### src/include/branch_detect_defs.svh
`ifndef BRANCH_DETECT_DEFS_SVH
`define BRANCH_DETECT_DEFS_SVH

// instruction slots per packet
`define BD_SLOTS 8

// slot index width, log2 of BD_SLOTS
`define BD_IDX_W 3

// operand and pc width
`define BD_XLEN 32

// dependence tag width
`define BD_DEP_W 4

// tag value for an operand read from the register file
`define BD_DEP_NONE ({`BD_DEP_W{1'b1}})

// branch offset width, sign extended before the add
`define BD_IMM_W 16

`endif

### src/logic/branch_pkg.sv
`include "branch_detect_defs.svh"

package branch_pkg;

  // only OP_BJP is a branch
  typedef enum logic [2:0] {
    OP_ALU   = 3'd0,
    OP_LOAD  = 3'd1,
    OP_STORE = 3'd2,
    OP_BJP   = 3'd3
  } opcode_e;

  // LT and GE compare signed
  typedef enum logic [2:0] {
    BR_EQ  = 3'd0,
    BR_NE  = 3'd1,
    BR_LT  = 3'd2,
    BR_GE  = 3'd3,
    BR_JAL = 3'd4
  } br_cond_e;

  // all zero is the nop
  typedef struct packed {
    opcode_e                opcode;
    br_cond_e               cond;
    logic [`BD_DEP_W-1:0]   dep_l;
    logic [`BD_DEP_W-1:0]   dep_r;
    logic [`BD_XLEN-1:0]    pc;
    logic [`BD_IMM_W-1:0]   imm;
  } inst_t;

  typedef struct packed {
    logic [`BD_XLEN-1:0] left;
    logic [`BD_XLEN-1:0] right;
  } opnd_t;

  typedef inst_t [`BD_SLOTS-1:0] packet_t;
  typedef opnd_t [`BD_SLOTS-1:0] opnd_pkt_t;

  typedef struct packed {
    logic [`BD_SLOTS-1:0] mask;
    logic [`BD_IDX_W:0]   count;
    logic [`BD_IDX_W-1:0] first;
  } scan_t;

  // one issue group, slots seg_start..seg_end
  typedef struct packed {
    logic [`BD_IDX_W-1:0] seg_start;
    logic [`BD_IDX_W-1:0] seg_end;
    logic                 taken;
    logic [`BD_XLEN-1:0]  target;
    logic                 last;
  } step_t;

  typedef enum logic {
    WALK_IDLE = 1'b0,
    WALK_RUN  = 1'b1
  } walk_state_e;

endpackage

### src/logic/issue_group_builder.sv
`timescale 1ns/1ps
`include "branch_detect_defs.svh"

module issue_group_builder (
  input  logic                 rstn,
  input  logic                 w_IssueFifoFire_1,
  input  logic                 i_step_valid,
  input  branch_pkg::step_t    i_step,
  input  branch_pkg::packet_t  i_pkt,
  output logic                 o_issue_valid,
  output branch_pkg::packet_t  o_issue_group,
  output logic                 o_redirect_valid,
  output logic [`BD_XLEN-1:0]  o_redirect_pc,
  output logic                 o_pkt_done
);
  import branch_pkg::*;

  packet_t group_d;

  // slots outside the segment become nops
  always_comb begin
    for (int i = 0; i < `BD_SLOTS; i++) begin
      if ((i[`BD_IDX_W-1:0] >= i_step.seg_start) && (i[`BD_IDX_W-1:0] <= i_step.seg_end)) begin
        group_d[i] = i_pkt[i];
      end else begin
        group_d[i] = '0;
      end
    end
  end

  always_ff @(posedge w_IssueFifoFire_1 or negedge rstn) begin
    if (!rstn) begin
      o_issue_valid    <= 1'b0;
      o_redirect_valid <= 1'b0;
      o_pkt_done       <= 1'b0;
      o_issue_group    <= '0;
      o_redirect_pc    <= '0;
    end else begin
      o_issue_valid    <= i_step_valid;
      o_redirect_valid <= i_step_valid && i_step.taken;
      o_pkt_done       <= i_step_valid && i_step.last;
      if (i_step_valid) begin
        o_issue_group <= group_d;
      end
      // fetch redirect holds until the next taken branch
      if (i_step_valid && i_step.taken) begin
        o_redirect_pc <= i_step.target;
      end
    end
  end

endmodule

### config.mk
export PLATFORM = sky130hd
export DESIGN_NAME = issue_group_builder
export DESIGN_NICKNAME = d
export VERILOG_FILES = /design/src/logic/branch_pkg.sv /design/src/logic/issue_group_builder.sv
export VERILOG_INCLUDE_DIRS = /design/src /design/src/include
export SDC_FILE = /design/constraint.sdc
export NUM_CORES = 1
export LEC_CHECK = 0
export ABC_CLOCK_PERIOD_IN_PS = 1200
export BUFFER_PORTS_ARGS = -buffer_cell sky130_fd_sc_hd__buf_2
export CORE_AREA = 2 2 411 413
export DETAILED_ROUTE_END_ITERATION = 6
export DIE_AREA = 0 0 413 415
export PLACE_DENSITY = 0.3
export SYNTH_ARGS = -nofsm -noshare
export SYNTH_HDL_FRONTEND = slang
export SYNTH_SLANG_ARGS = --single-unit
### constraint.sdc
create_clock -name w_IssueFifoFire_1 -period 1.2 [get_ports w_IssueFifoFire_1]
set_input_delay 0.12 -clock w_IssueFifoFire_1 [delete_from_list [all_inputs] [get_ports w_IssueFifoFire_1]]
set_output_delay 0.12 -clock w_IssueFifoFire_1 [all_outputs]
set_load 0.02 [all_outputs]
== Word-level counts from Yosys, hierarchy flattened ==
Cells that the tools add are included.

* Order comparisons: 16
* Mux-type cells: 8
* Reduce and logical (&&, ||, !) cells: 10

{| class="wikitable"
|+ Operators by type and width
! cell !! count
|-
| two-way mux 62 bit || 8
|-
| >= comparator 3 bit (first input constant) || 4
|-
| <= comparator 3 bit (first input constant) || 4
|-
| logical AND 1 bit || 10
|-
| >= comparator 1 x 3 -> 1 bit (first input constant) || 2
|-
| >= comparator 2 x 3 -> 1 bit (first input constant) || 2
|-
| <= comparator 1 x 3 -> 1 bit (first input constant) || 2
|-
| <= comparator 2 x 3 -> 1 bit (first input constant) || 2
|}

* Flip-flop bits (word level): 531
* Input port bits: 539
* Output and inout port bits: 531
* Word-level logic and storage cells: 86

== Longest topological paths before layout ==
* Depth in word-level cells: 3
* Mapped depth: 6

== Worst setup path before layout ==
OpenSTA, ideal clock, no wires.

* Path type: in2reg
* Start: input port i_step[35] in the netlist's numbering
* End: register o_issue_group[310] in the netlist's numbering
* Arrival time: 997 ps
* Required time: 1078 ps
* Setup slack: 82 ps
* Cell stages on the path: 5
* Cell sequence: buf_2 -> o211a_1 -> buf_2 -> buf_4 -> a32o_1

* Word-level cells in the longest chain between the ends: 3

{| class="wikitable"
|+ Ends and longest elaborated chain
! item !! RTL line !! RTL
|-
| from (decl) || issue_group_builder.sv:8 || <nowiki>input branch_pkg::step_t i_step,</nowiki>
|-
| <= comparator 3 bit || issue_group_builder.sv:23 || <nowiki>if ((i[`BD_IDX_W-1:0] >= i_step.seg_start) && (i[`BD_IDX_W-1:0] <= i_step.seg_end)) begin</nowiki>
|-
| logical AND 1 bit || issue_group_builder.sv:23 ||
|-
| two-way mux 62 bit || issue_group_builder.sv:23 ||
|-
| to (signal assigned) || issue_group_builder.sv:43 || <nowiki>o_issue_group <= group_d;</nowiki>
|-
| to (decl) || issue_group_builder.sv:11 || <nowiki>output branch_pkg::packet_t o_issue_group,</nowiki>
|}

Every way passes these cells.
A chain may end at the register's enable or synchronous reset.

== Worst setup path after layout ==
* Start: register o_issue_group[480] in the netlist's numbering
* End: output port o_issue_group[480] in the netlist's numbering

No word-level cell between the ends.

==> run metrics <==
IO buf count=1069; syn_area_per_cell=13.55 sq um; Post-synth top flop=dfrtp_1; final setup fails=531; WL final=121700 microns; vias in the first global route=approximately 24000; synthesis-stage register bit count=roughly 530; Rel. slew slack=between 60 and 70%; Initial Util=around 13%; CP Max Fanout=2; Syn Std Cell Area=21310 sq um; Max-cap violations=0; first-pass GRT wire length=approximately 170000 microns; Worst Setup End Kind=primary output; Final Cycle Share=116.7%; Design Area, Final=44000 sq um; R2R cell count=3; delay-heaviest family, CP=flip-flops; initial antenna violation count=12; fmax=about 0.71 GHz; asr flop ratio synth=100.0%; failing checks=negative setup slack; Rows=150; reg2reg start=o_issue_group[489]$_DFFE_PN0P_; Die X-Extent=413 microns; Syn Inst Count=1573; Finished Core Util=26.40%; r2r setup slk=~180 ps; largest net degree at the start of global routing=63; Tot Pwr=53.04 mW; CTS root buf=clkbuf_16; HPWL Detailed=~90000 microns; Seq/Total Area, Yosys=62.35%; status=finished with violations; clock sinks=531; kind of critical path=reg2out; Worst Tran Pin Value=roughly 530 ps; Final min period=1400 ps; Crit Reg-Reg Endpoint=o_issue_group[489]$_DFFE_PN0P_; crit path cell chain=buf_6; critical path arrival=roughly 1300 ps; DR vias=21875; setup ws final=-200.3 ps; drt wl/cell=21.13 microns; crit-path max cell delay=470 ps; Clk pin slew, worst setup/hold paths=60 ps; Worst-Skew Late Latency=640 ps; CTS tree=done; VDD IR max=0.8909 mV; Placed Area=30800 sq um; IO Pins=1070; syn nets=approximately 2100; Sequential Area=13310 sq um; final hold violation count=0; most instantiated cells after synthesis=531 x dfrtp_1, 186 x a32o_1, 126 x inv_1; post-synth cell types=30; share of the synthesized area in the top cell type=62.35%; multi-input combinational cell area=between 6000 and 7000 sq um; clk buf depth=3; share of cells above drive strength 1=between 40% and 50%; cell type with the largest total area after synthesis=dfrtp_1; Max Slew Vio Count=0; area grow syn2layout=106.5%; DR vias/cell=3.798; DR iter-0 viols=1019; Die Y=415 microns; largest cells by area after synthesis=dfrtp_1 62%, a32o_1 8.7%, a22o_1 5.1%; required time worst endpoint=1080 ps; total track usage=13.68%; DR pass1 iterations=5; CTS HTree Levels=3; Worst Path Buf+Inv=1; core box area=166700 sq um; worst min-delay path class=in2async; number of nets in the layout=4040; Setup crit start kind=flip-flop; RSZ-0062 raised after global routing=yes; GP Congestion=0.8726; Slowest cell on crit path=dfrtp_2; DRC=0; most frequent cell after synthesis=dfrtp_1; antenna-violating nets left=0; Power Density=1205 nW/um^2; Pleak=slightly above 20 nW; synthesis warning total=0; fillcell total=17658; pre-CTS WS=-215.9 ps; die area=171400 sq um; grt total ovfl=0; skew final=0 ps; number of CTS-inserted buffers=72; Post-synth EDFFs=0
## registers in the layout, summed over array words and instances (netlist names)
name / count
o_issue_group: 496
o_redirect_valid: 1
o_pkt_done: 1
o_issue_valid: 1
o_redirect_pc: 32
## logic make-up (layout without fill, tap and decap cells)
logic type / count (synthesis) / in the layout / share of synthesized area [%]
other cells: 0 / 6 / 0
simple gates: 135 / 135 / 4.063
compound gates: 561 / 561 / 25.17
mux: 32 / 32 / 1.691
flops: 531 / 531 / 62.35
buf+inv: 314 / 2291 / 6.728
## metrics by stage
stage,std cells,setup TNS [ps],hold slack [ps]
floorplan,1573,0,-175.6
global placement,4832,-47920,69.85
detailed placement,4832,-52840,71.35
CTS,5666,-102120,6.105
global route,5758,-102760,18.71
finish,5760,-51120,58.84
## metal layers
layer,track usage [%],part of all wire (%)
met1,16.12,40
met2,23.89,50
met3,3.793,6.4
met4,4.142,2.9
met5,0,0.044
## worst max-delay path by stage
stage | cells after the start | slack, ps | from | to
2_1_floorplan | 5 | 80 | i_step[35] | o_issue_group[310]$_DFFE_PN0P_
3_3_place_gp | 6 | -180 | i_step[36] | o_issue_group[110]$_DFFE_PN0P_
3_5_place_dp | 5 | -220 | i_step[39] | o_issue_group[143]$_DFFE_PN0P_
4_1_cts | 1 | -280 | o_issue_group[490]$_DFFE_PN0P_ | o_issue_group[490]
5_1_grt | 1 | -300 | o_issue_group[476]$_DFFE_PN0P_ | o_issue_group[476]
6_report | 1 | -200 | o_issue_group[480]$_DFFE_PN0P_ | o_issue_group[480]
## area by class of cell
cell class | count | area share (%)
tap | 2204 | 6.268
antenna | 6 | 0.03412
timing repair buffer | 2042 | 41.98
sequential | 531 | 30.25
clock buffer | 114 | 4.982
inverter | 126 | 1.092
multi-input combinational | 728 | 15.07
clock inverter | 9 | 0.3242
## layout by cell type (no fill, tap or decap), drive strengths merged, types with 2 or more instances in the layout
cell type and n:
inv 128, mux2 32, clkinv 4, and2 3, dlygate4sd3 583, o41ai 62, clkbuf 117, nand2b 63
buf 1456, bufinv 3, diode 6, nand2 2, o32ai 62, dfrtp 531, o21ai 63, a32o 186
a22o 124, o2bb2ai 62, nand4 62
## report_power, final
group          switching [mW]  internal (mW)
logic                    5.30           5.94
clock network            8.78           13.1
registers               0.891           19.0
## what timing repair did
item	CTS	global route
gates resized for setup	1079	2
hold endpoints to repair	1062	0
buffers inserted	128	86
endpoints found under the setup margin	531	536
hold buffers	583	0
pin swaps	0	1
cloned	0	2
No activity file was read; power rests on OpenSTA's default activity.
