===== src/include/branch_detect_defs.svh =====
`ifndef BRANCH_DETECT_DEFS_SVH
`define BRANCH_DETECT_DEFS_SVH

// instruction slots per packet
`define BD_SLOTS 8

// slot index width, log2 of BD_SLOTS
`define BD_IDX_W 3

// operand and pc width
`define BD_XLEN 32

// dependence tag width
`define BD_DEP_W 4

// tag value for an operand read from the register file
`define BD_DEP_NONE ({`BD_DEP_W{1'b1}})

// branch offset width, sign extended before the add
`define BD_IMM_W 16

`endif


===== src/logic/branch_pkg.sv =====
`include "branch_detect_defs.svh"

package branch_pkg;

  // only OP_BJP is a branch
  typedef enum logic [2:0] {
    OP_ALU   = 3'd0,
    OP_LOAD  = 3'd1,
    OP_STORE = 3'd2,
    OP_BJP   = 3'd3
  } opcode_e;

  // LT and GE compare signed
  typedef enum logic [2:0] {
    BR_EQ  = 3'd0,
    BR_NE  = 3'd1,
    BR_LT  = 3'd2,
    BR_GE  = 3'd3,
    BR_JAL = 3'd4
  } br_cond_e;

  // all zero is the nop
  typedef struct packed {
    opcode_e                opcode;
    br_cond_e               cond;
    logic [`BD_DEP_W-1:0]   dep_l;
    logic [`BD_DEP_W-1:0]   dep_r;
    logic [`BD_XLEN-1:0]    pc;
    logic [`BD_IMM_W-1:0]   imm;
  } inst_t;

  typedef struct packed {
    logic [`BD_XLEN-1:0] left;
    logic [`BD_XLEN-1:0] right;
  } opnd_t;

  typedef inst_t [`BD_SLOTS-1:0] packet_t;
  typedef opnd_t [`BD_SLOTS-1:0] opnd_pkt_t;

  typedef struct packed {
    logic [`BD_SLOTS-1:0] mask;
    logic [`BD_IDX_W:0]   count;
    logic [`BD_IDX_W-1:0] first;
  } scan_t;

  // one issue group, slots seg_start..seg_end
  typedef struct packed {
    logic [`BD_IDX_W-1:0] seg_start;
    logic [`BD_IDX_W-1:0] seg_end;
    logic                 taken;
    logic [`BD_XLEN-1:0]  target;
    logic                 last;
  } step_t;

  typedef enum logic {
    WALK_IDLE = 1'b0,
    WALK_RUN  = 1'b1
  } walk_state_e;

endpackage


===== src/logic/branch_resolve.sv =====
`timescale 1ns/1ps
`include "branch_detect_defs.svh"

module branch_resolve (
  input  branch_pkg::inst_t    i_inst,
  input  branch_pkg::opnd_t    i_grf,
  input  branch_pkg::opnd_t    i_byp,
  output logic                 o_taken,
  output logic [`BD_XLEN-1:0]  o_target
);
  import branch_pkg::*;

  logic [`BD_XLEN-1:0] opnd_l;
  logic [`BD_XLEN-1:0] opnd_r;

  // any tag other than none means a bypass value is pending
  assign opnd_l = (i_inst.dep_l == `BD_DEP_NONE) ? i_grf.left  : i_byp.left;
  assign opnd_r = (i_inst.dep_r == `BD_DEP_NONE) ? i_grf.right : i_byp.right;

  always_comb begin
    case (i_inst.cond)
      BR_EQ:   o_taken = (opnd_l == opnd_r);
      BR_NE:   o_taken = (opnd_l != opnd_r);
      BR_LT:   o_taken = ($signed(opnd_l) <  $signed(opnd_r));
      BR_GE:   o_taken = ($signed(opnd_l) >= $signed(opnd_r));
      BR_JAL:  o_taken = 1'b1;
      default: o_taken = 1'b0;
    endcase
  end

  // pc relative target
  assign o_target = i_inst.pc +
                    {{(`BD_XLEN - `BD_IMM_W){i_inst.imm[`BD_IMM_W-1]}}, i_inst.imm};

endmodule


===== src/logic/branch_walker.sv =====
`timescale 1ns/1ps
`include "branch_detect_defs.svh"

module branch_walker (
  input  logic                  rstn,
  input  logic                  w_IssueFifoFire_1,
  input  logic                  i_scan_valid,
  input  branch_pkg::scan_t     i_scan,
  input  branch_pkg::packet_t   i_pkt,
  input  branch_pkg::opnd_pkt_t i_grf_opnd,
  input  branch_pkg::opnd_pkt_t i_byp_opnd,
  output logic                  o_step_valid,
  output branch_pkg::step_t     o_step
);
  import branch_pkg::*;

  localparam logic [`BD_IDX_W-1:0] LAST_IDX = {`BD_IDX_W{1'b1}};

  walk_state_e          state;
  logic [`BD_SLOTS-1:0] rem_mask;
  logic [`BD_IDX_W-1:0] cur_idx;
  logic [`BD_IDX_W-1:0] seg_start;
  logic [`BD_IDX_W:0]   rem_cnt;

  logic                 br_taken;
  logic [`BD_XLEN-1:0]  br_target;
  logic [`BD_SLOTS-1:0] mask_next;
  logic [`BD_IDX_W-1:0] next_idx;
  logic                 have_br;
  logic                 br_last;
  step_t                step_d;

  branch_resolve branch_resolve_i (
    .i_inst   (i_pkt[cur_idx]),
    .i_grf    (i_grf_opnd[cur_idx]),
    .i_byp    (i_byp_opnd[cur_idx]),
    .o_taken  (br_taken),
    .o_target (br_target)
  );

  assign have_br = (rem_cnt != '0);
  assign mask_next = rem_mask & ~({{(`BD_SLOTS-1){1'b0}}, 1'b1} << cur_idx);
  // taken, or the final branch sits in the last slot
  assign br_last = br_taken || ((rem_cnt == {{`BD_IDX_W{1'b0}}, 1'b1}) && (cur_idx == LAST_IDX));

  always_comb begin
    next_idx = '0;
    for (int i = `BD_SLOTS - 1; i >= 0; i--) begin
      if (mask_next[i]) begin
        next_idx = i[`BD_IDX_W-1:0];
      end
    end
  end

  always_comb begin
    step_d.seg_start = seg_start;
    if (have_br) begin
      step_d.seg_end = cur_idx;
      step_d.taken   = br_taken;
      step_d.target  = br_target;
      step_d.last    = br_last;
    end else begin
      // trailing group after the last not-taken branch
      step_d.seg_end = LAST_IDX;
      step_d.taken   = 1'b0;
      step_d.target  = '0;
      step_d.last    = 1'b1;
    end
  end

  always_ff @(posedge w_IssueFifoFire_1 or negedge rstn) begin
    if (!rstn) begin
      state        <= WALK_IDLE;
      rem_mask     <= '0;
      cur_idx      <= '0;
      seg_start    <= '0;
      rem_cnt      <= '0;
      o_step_valid <= 1'b0;
    end else begin
      case (state)
        WALK_IDLE: begin
          o_step_valid <= 1'b0;
          if (i_scan_valid) begin
            rem_mask  <= i_scan.mask;
            cur_idx   <= i_scan.first;
            rem_cnt   <= i_scan.count;
            seg_start <= '0;
            state     <= WALK_RUN;
          end
        end
        WALK_RUN: begin
          o_step_valid <= 1'b1;
          if (have_br) begin
            rem_mask  <= mask_next;
            cur_idx   <= next_idx;
            rem_cnt   <= rem_cnt - 1'b1;
            seg_start <= cur_idx + 1'b1;
            if (br_last) begin
              state <= WALK_IDLE;
            end
          end else begin
            state <= WALK_IDLE;
          end
        end
        default: state <= WALK_IDLE;
      endcase
    end
  end

  always_ff @(posedge w_IssueFifoFire_1) begin
    if (state == WALK_RUN) begin
      o_step <= step_d;
    end
  end

endmodule


===== config.mk =====
export PLATFORM = sky130hd
export DESIGN_NAME = branch_walker
export DESIGN_NICKNAME = d
export VERILOG_FILES = /design/src/logic/branch_pkg.sv /design/src/logic/branch_resolve.sv /design/src/logic/branch_walker.sv
export VERILOG_INCLUDE_DIRS = /design/src /design/src/include
export SDC_FILE = /design/constraint.sdc
export NUM_CORES = 1
export LEC_CHECK = 0
export ABC_AREA = 1
export BUFFER_PORTS_ARGS = -buffer_cell sky130_fd_sc_hd__buf_4
export CAP_MARGIN = 20
export CORE_AREA = 2 2 611 613
export DETAILED_ROUTE_END_ITERATION = 7
export DIE_AREA = 0 0 613 615
export GPL_ROUTABILITY_DRIVEN = 1
export PLACE_DENSITY = 0.3
export SETUP_SLACK_MARGIN = 0.3
export SYNTH_ARGS = -nofsm -noshare
export SYNTH_HDL_FRONTEND = slang
export SYNTH_HIERARCHICAL = 1
export SYNTH_SLANG_ARGS = --single-unit

===== constraint.sdc =====
create_clock -name w_IssueFifoFire_1 -period 6.25 [get_ports w_IssueFifoFire_1]
set_input_delay 0.3125 -clock w_IssueFifoFire_1 [delete_from_list [all_inputs] [get_ports w_IssueFifoFire_1]]
set_output_delay 0.3125 -clock w_IssueFifoFire_1 [all_outputs]
set_load 0.005 [all_outputs]

# Yosys cells after proc, flatten, opt, wreduce, memory -nomap -nowiden
# Index checks and enable logic that the tools add are counted.
[word_totals]
input_bits = 1538
reg_bits = 60
out_inout_bits = 41
elab_cells = 72
[op_classes]
n_reduce_logical = 5
bitwise_logic = 3
addsub = 3
order_cmp = 3
n_eq_ne = 12
n_mux = 34
n_shift = 1
[op_table]
columns = ["cell", "count"]
rows = [
  ["64-bit binary-select mux with 3-bit select", 2],
  ["62-bit binary-select mux with 3-bit select", 1],
  ["64-bit 2-to-1 mux", 2],
  ["32-bit 2-to-1 mux", 2],
  ["59-bit 2-to-1 mux", 1],
  ["3-bit 2-to-1 mux", 12],
  ["32-bit adder", 1],
  ["32-bit == test", 1],
  ["32-bit >= comparator", 1],
  ["32-bit < comparator", 1],
  ["32-bit inequality test", 1],
  ["8-bit 2-to-1 mux", 2],
  ["8-bit case mux with 2 select lines", 1],
  ["3-bit case mux with 2 select lines", 2],
  ["8-bit bitwise AND", 1],
  ["4-bit == test, second input constant", 2],
  ["4-bit 2-to-1 mux", 2],
  ["8-bit inverter", 1],
  ["4-bit case mux with 2 select lines", 1],
  ["1-bit by 3-bit << shifter with 8-bit output, first input constant", 1],
  ["3-bit by 2-bit == test with 1-bit output, second input constant", 2],
  ["3-bit == test, second input constant", 2],
  ["1-bit case mux with 5 select lines", 1],
  ["4-bit by 1-bit == test with 1-bit output, second input constant", 1],
  ["14 further kinds", 17],
]

# Depth between registers and ports, before layout
[depth]
depth_word = 13
mapped_depth = 32

# Hierarchy
# Netlist, hierarchy kept.
[by_module_without_submodules]
columns = ["module", "seq_area_each_um2", "cells_each", "area_each_um2", "n_inst"]
rows = [
  ["branch_walker", 1701.6, 3022, 15304.7, 1],
  ["branch_resolve", 0.0, 511, 3357.0, 1],
]

# Worst setup path before layout
# OpenSTA, ideal clock, no wires.
[synth_path]
kind = "reg2reg"
from = "register cur_idx[0]"
to = "register o_step[0] in the netlist's numbering (data pin)"
setup_slack_ns = 2.615
stages_incl_launch_ff = 26
n_path_buf = 5
synth_period_minus_slack_ns = 3.635
required_ns = 5.984
t_arrival_ns = 3.369
setup_time_ns = 0.266
cell_sequence = "dfrtp_1 > buf_6 > inv_6 > buf_6 > buf_8 > buf_6 > nor2_1 > o22ai_1 > nand2_1 > nand2_1 > nand2_1 > nor2_1 > buf_2 > mux2_2 > ha_1 > nand2_1 > nor2_1 > nand2_1 > nor4_1 > nand2_1 > nand3_1 > nand3_1 > nand2_1 > nand3_1 > inv_1 > nand3_1"
[synth_between]
elab_chain_len = 7
word_cells_on_any_way = 23
classes_between = "2 x order compare; 9 x eq/ne; 9 x mux; 3 x reduce/logical"
[synth_rtl]
columns = ["element", "line_no", "rtl"]
rows = [
  ["start, declared", "branch_walker.sv:21", "logic [`BD_IDX_W-1:0] cur_idx;"],
  ["start signal, assigned", "branch_walker.sv:85", "cur_idx <= i_scan.first;"],
  ["start signal, assigned", "branch_walker.sv:95", "cur_idx <= next_idx;"],
  ["62-bit binary-select mux with 3-bit select", "branch_walker.sv:34", ".i_inst (i_pkt[cur_idx]),"],
  ["59-bit 2-to-1 mux (not written as such)", "branch_walker.sv:34", ""],
  ["4-bit == test (no source line)", "--", ""],
  ["32-bit 2-to-1 mux, on equally long branches", "branch_resolve.sv:17, branch_resolve.sv:18", ""],
  ["32-bit >= comparator (tied with other cells)", "branch_resolve.sv:25", "BR_GE: o_taken = ($signed(opnd_l) >= $signed(opnd_r));"],
  ["1-bit case mux with 5 select lines *", "branch_resolve.sv:21", "case (i_inst.cond)"],
  ["via br_taken", "branch_walker.sv:25", "logic br_taken;"],
  ["1-bit logical OR *", "branch_walker.sv:44", "assign br_last = br_taken || ((rem_cnt == {{`BD_IDX_W{1'b0}}, 1'b1}) && (cur_idx == LAST_IDX));"],
  ["end signal, assigned", "branch_walker.sv:112", "o_step <= step_d;"],
  ["end, declared", "branch_walker.sv:13", "output branch_pkg::step_t o_step"],
]
# The timed path passes the listed nets; every way through them passes the cells marked *. The select of a mux whose other input is x is not followed.
# A chain may end at the register's enable or synchronous reset.

# Worst setup path after layout
# Same ends and word-level chain as after synthesis.

==> results.py <==
metrics = {
    "status": {
        "status": "completed",
    },
    "clocking": {
        "root_buffer": "clkbuf_16",
        "htree_levels": 3,
        "cts_buffer_depth": 2,
        "cts.sinks": 60,
        "cts_made_buffers": 9,
        "insertion_delay_ns": 0.39,
        "path_clk_slew_ns": 0.06,
        "cts_tree": "done",
        "post_cts_resized": 0,
    },
    "sta": {
        "drv_slew": 0,
        "setup_tns_ns": 0,
        "final_hold_viol_count": 0,
        "max-slew-margin-rel": 0.2585,
        "period_minus_slack_ns": 5.310,
        "rsz0062_at_grt": "false",
        "whs_ns": 0.1831,
        "fin_crit_sh": 0.8496,
        "tightest_slew_ns": 1.112,
        "fin_ws_ns": 0.9401,
        "fmax_mhz": 188.3,
        "setup_viol": 0,
        "fin_skew_ns": 0.01911,
    },
    "placed_design": {
        "dp_slack_ns": 0.6359,
        "routabilityCongestion": 0.8933,
        "placed_cell_area_um2": 35890,
        "dpl.hpwl_um": 266900,
        "dp_cells": 9811,
        "io_buffers": 1554,
    },
    "pwr": {
        "p_per_area_nw_per_um2": 589.6,
        "leakage_nw": 15.43,
        "ir_drop_mv": 0.2395,
        "finalPower_mw": 21.40,
    },
    "worst_setup_path": {
        "crit_path_end_kind": "flip-flop",
        "rr_worst_depth": 23,
        "cp.arrival_ns": 5.42,
        "reg2reg_to": "o_step[0]$_SDFFCE_PN1P_",
        "critical_path_required_ns": 6.36,
        "critPathKind": "reg2reg",
        "r2r-start": "cur_idx[0]$_DFFE_PN0P_",
        "path_max_fanout": 128,
        "start_kind": "flip-flop",
        "reg2reg_setup_slack_ns": 0.94,
    },
    "finish": {
        "drive_gt1_frac": 0.3558,
        "ff_latch_area_um2": 1714,
        "fin_area_um2": 36290,
        "area_growth_pct": 96.32,
        "fill_cells": 44087,
        "nets": 6462,
        "stdcell_count": 9865,
        "post-route-util": 0.09787,
        "multi_input_area_um2": 14850,
    },
    "min_path": {
        "holdPathStages": 3,
        "holdCritStartpoint": "i_scan[4]",
        "hold_end": "rem_cnt[1]$_DFFE_PN0P_",
        "min_path_type": "in2reg",
    },
    "route": {
        "vias": 32229,
        "wire_per_inst_um": 30.45,
        "drtIter0Drc": 2324,
        "drc": 0,
        "ant_nets": 0,
        "wl_um": 300400,
        "drt_pass1_iterations": 5,
        "routed_via_density": 3.267,
    },
    "grt": {
        "antenna_found_initial": 232,
        "grt_pass1_vias": 32805,
        "grt_pass1_wl_um": 372000,
        "overflow": 0,
        "track_usage": 0.1526,
        "grt_max_degree": 131,
    },
    "synth": {
        "synth_cells": 3494,
        "syn-num-nets": 5105,
        "synth_area_um2": 18490,
        "yosys_warnings": 6,
        "syn_area_per_cell_um2": 5.291,
    },
    "floorplanning": {
        "die_area_um2": 377000,
        "io_pins": 1579,
        "num_rows": 224,
        "die_y_um": 615,
        "die_w_um": 613,
        "initial_core_util": 0.04985,
        "design.core.area_um2": 370800,
    },
    "job": {
        "drv_cap": 0,
    },
}
[worst max-delay path, stage by stage, from the launching register on]
cell and delay, ns:
dfrtp_4 0.73, buf_12 0.39, o21ai_0 0.20, o22ai_1 0.47, nand2_1 0.09, nand2_1 0.09
nand2_1 0.11, nor2_4 0.14, buf_12 0.22, mux2_2 0.45, ha_1 0.35, a21oi_1 0.13
nand2_1 0.07, a21oi_1 0.20, nand2_1 0.16, nand2_1 0.12, nand2_1 0.05, nand2_1 0.08
nand3_1 0.09, nand2_1 0.08, nand3_1 0.08, inv_1 0.12, buf_12 0.13, nand3_1 0.09
[routing by layer]
| metal | GRT usage | wire (µm) | vias up |
|---|---|---|---|
| li1 | - | - | 14751 |
| met1 | 0.1797 | 120100 | 15619 |
| met2 | 0.2857 | 156800 | 1444 |
| met3 | 0.03040 | 17580 | 359 |
| met4 | 0.02309 | 5611 | 56 |
| met5 | 0 | 380 | - |
[worst max path at each step]
stage	startpoint	slack, ns	depth (start not counted)	endpoint
floorplan	cur_idx[0]$_DFFE_PN0P_	2.62	25	o_step[0]$_SDFFCE_PN1P_
global placement	cur_idx[0]$_DFFE_PN0P_	0.44	23	o_step[0]$_SDFFCE_PN1P_
detailed placement	cur_idx[0]$_DFFE_PN0P_	0.64	23	o_step[0]$_SDFFCE_PN1P_
CTS	cur_idx[0]$_DFFE_PN0P_	0.61	23	o_step[0]$_SDFFCE_PN1P_
global route	cur_idx[0]$_DFFE_PN0P_	0.34	27	state$_DFF_PN0_
finish	cur_idx[0]$_DFFE_PN0P_	0.94	23	o_step[0]$_SDFFCE_PN1P_
[placed cells by master, fill, tap and decap left out, drive strengths merged, types with 7 or more instances in the layout]
master and n:
inv 102, diode 37, nand2 718, nand3 28, xor2 21, nand4 7
mux2i 32, o211ai 7, o21ai 796, dfrtp 20, ha 72, edfxtp 40
mux2 32, a21oi 59, buf 1654, o22ai 374, nor2 834, clkbuf 11
xnor2 9
[where the power goes]
part           internal [mW]  switching (mW)  total (mW)
Clock                  0.304           0.251       0.555
Combinational           5.75            13.9        19.7
Sequential             0.926           0.222        1.15
Total                   6.98            14.4        21.4
[repair_timing]
| item | 4_1_cts | 5_1_grt |
|---|---|---|
| hold buffers | 1 | 0 |
| hold endpoints to repair | 20 | 0 |
| setup buffers | 0 | 0 |
[layout make-up]
class | instances | share of cell area
multi-input cells | 3023 | 0.4093
inverters | 102 | 0.01169
clock inverters | 5 | 0.0008964
flip-flops and latches | 60 | 0.04723
diodes | 37 | 0.002551
clock buffers | 11 | 0.007275
well taps | 4972 | 0.1714
repair buffers | 1655 | 0.3497
[state kept, by name (all words and copies together) (netlist names)]
register and cells:
o_step 40, cur_idx 3, seg_start 3, state 1, rem_mask 8, o_step_valid 1, rem_cnt 4
Note: power is estimated with default switching activity, not from simulation.
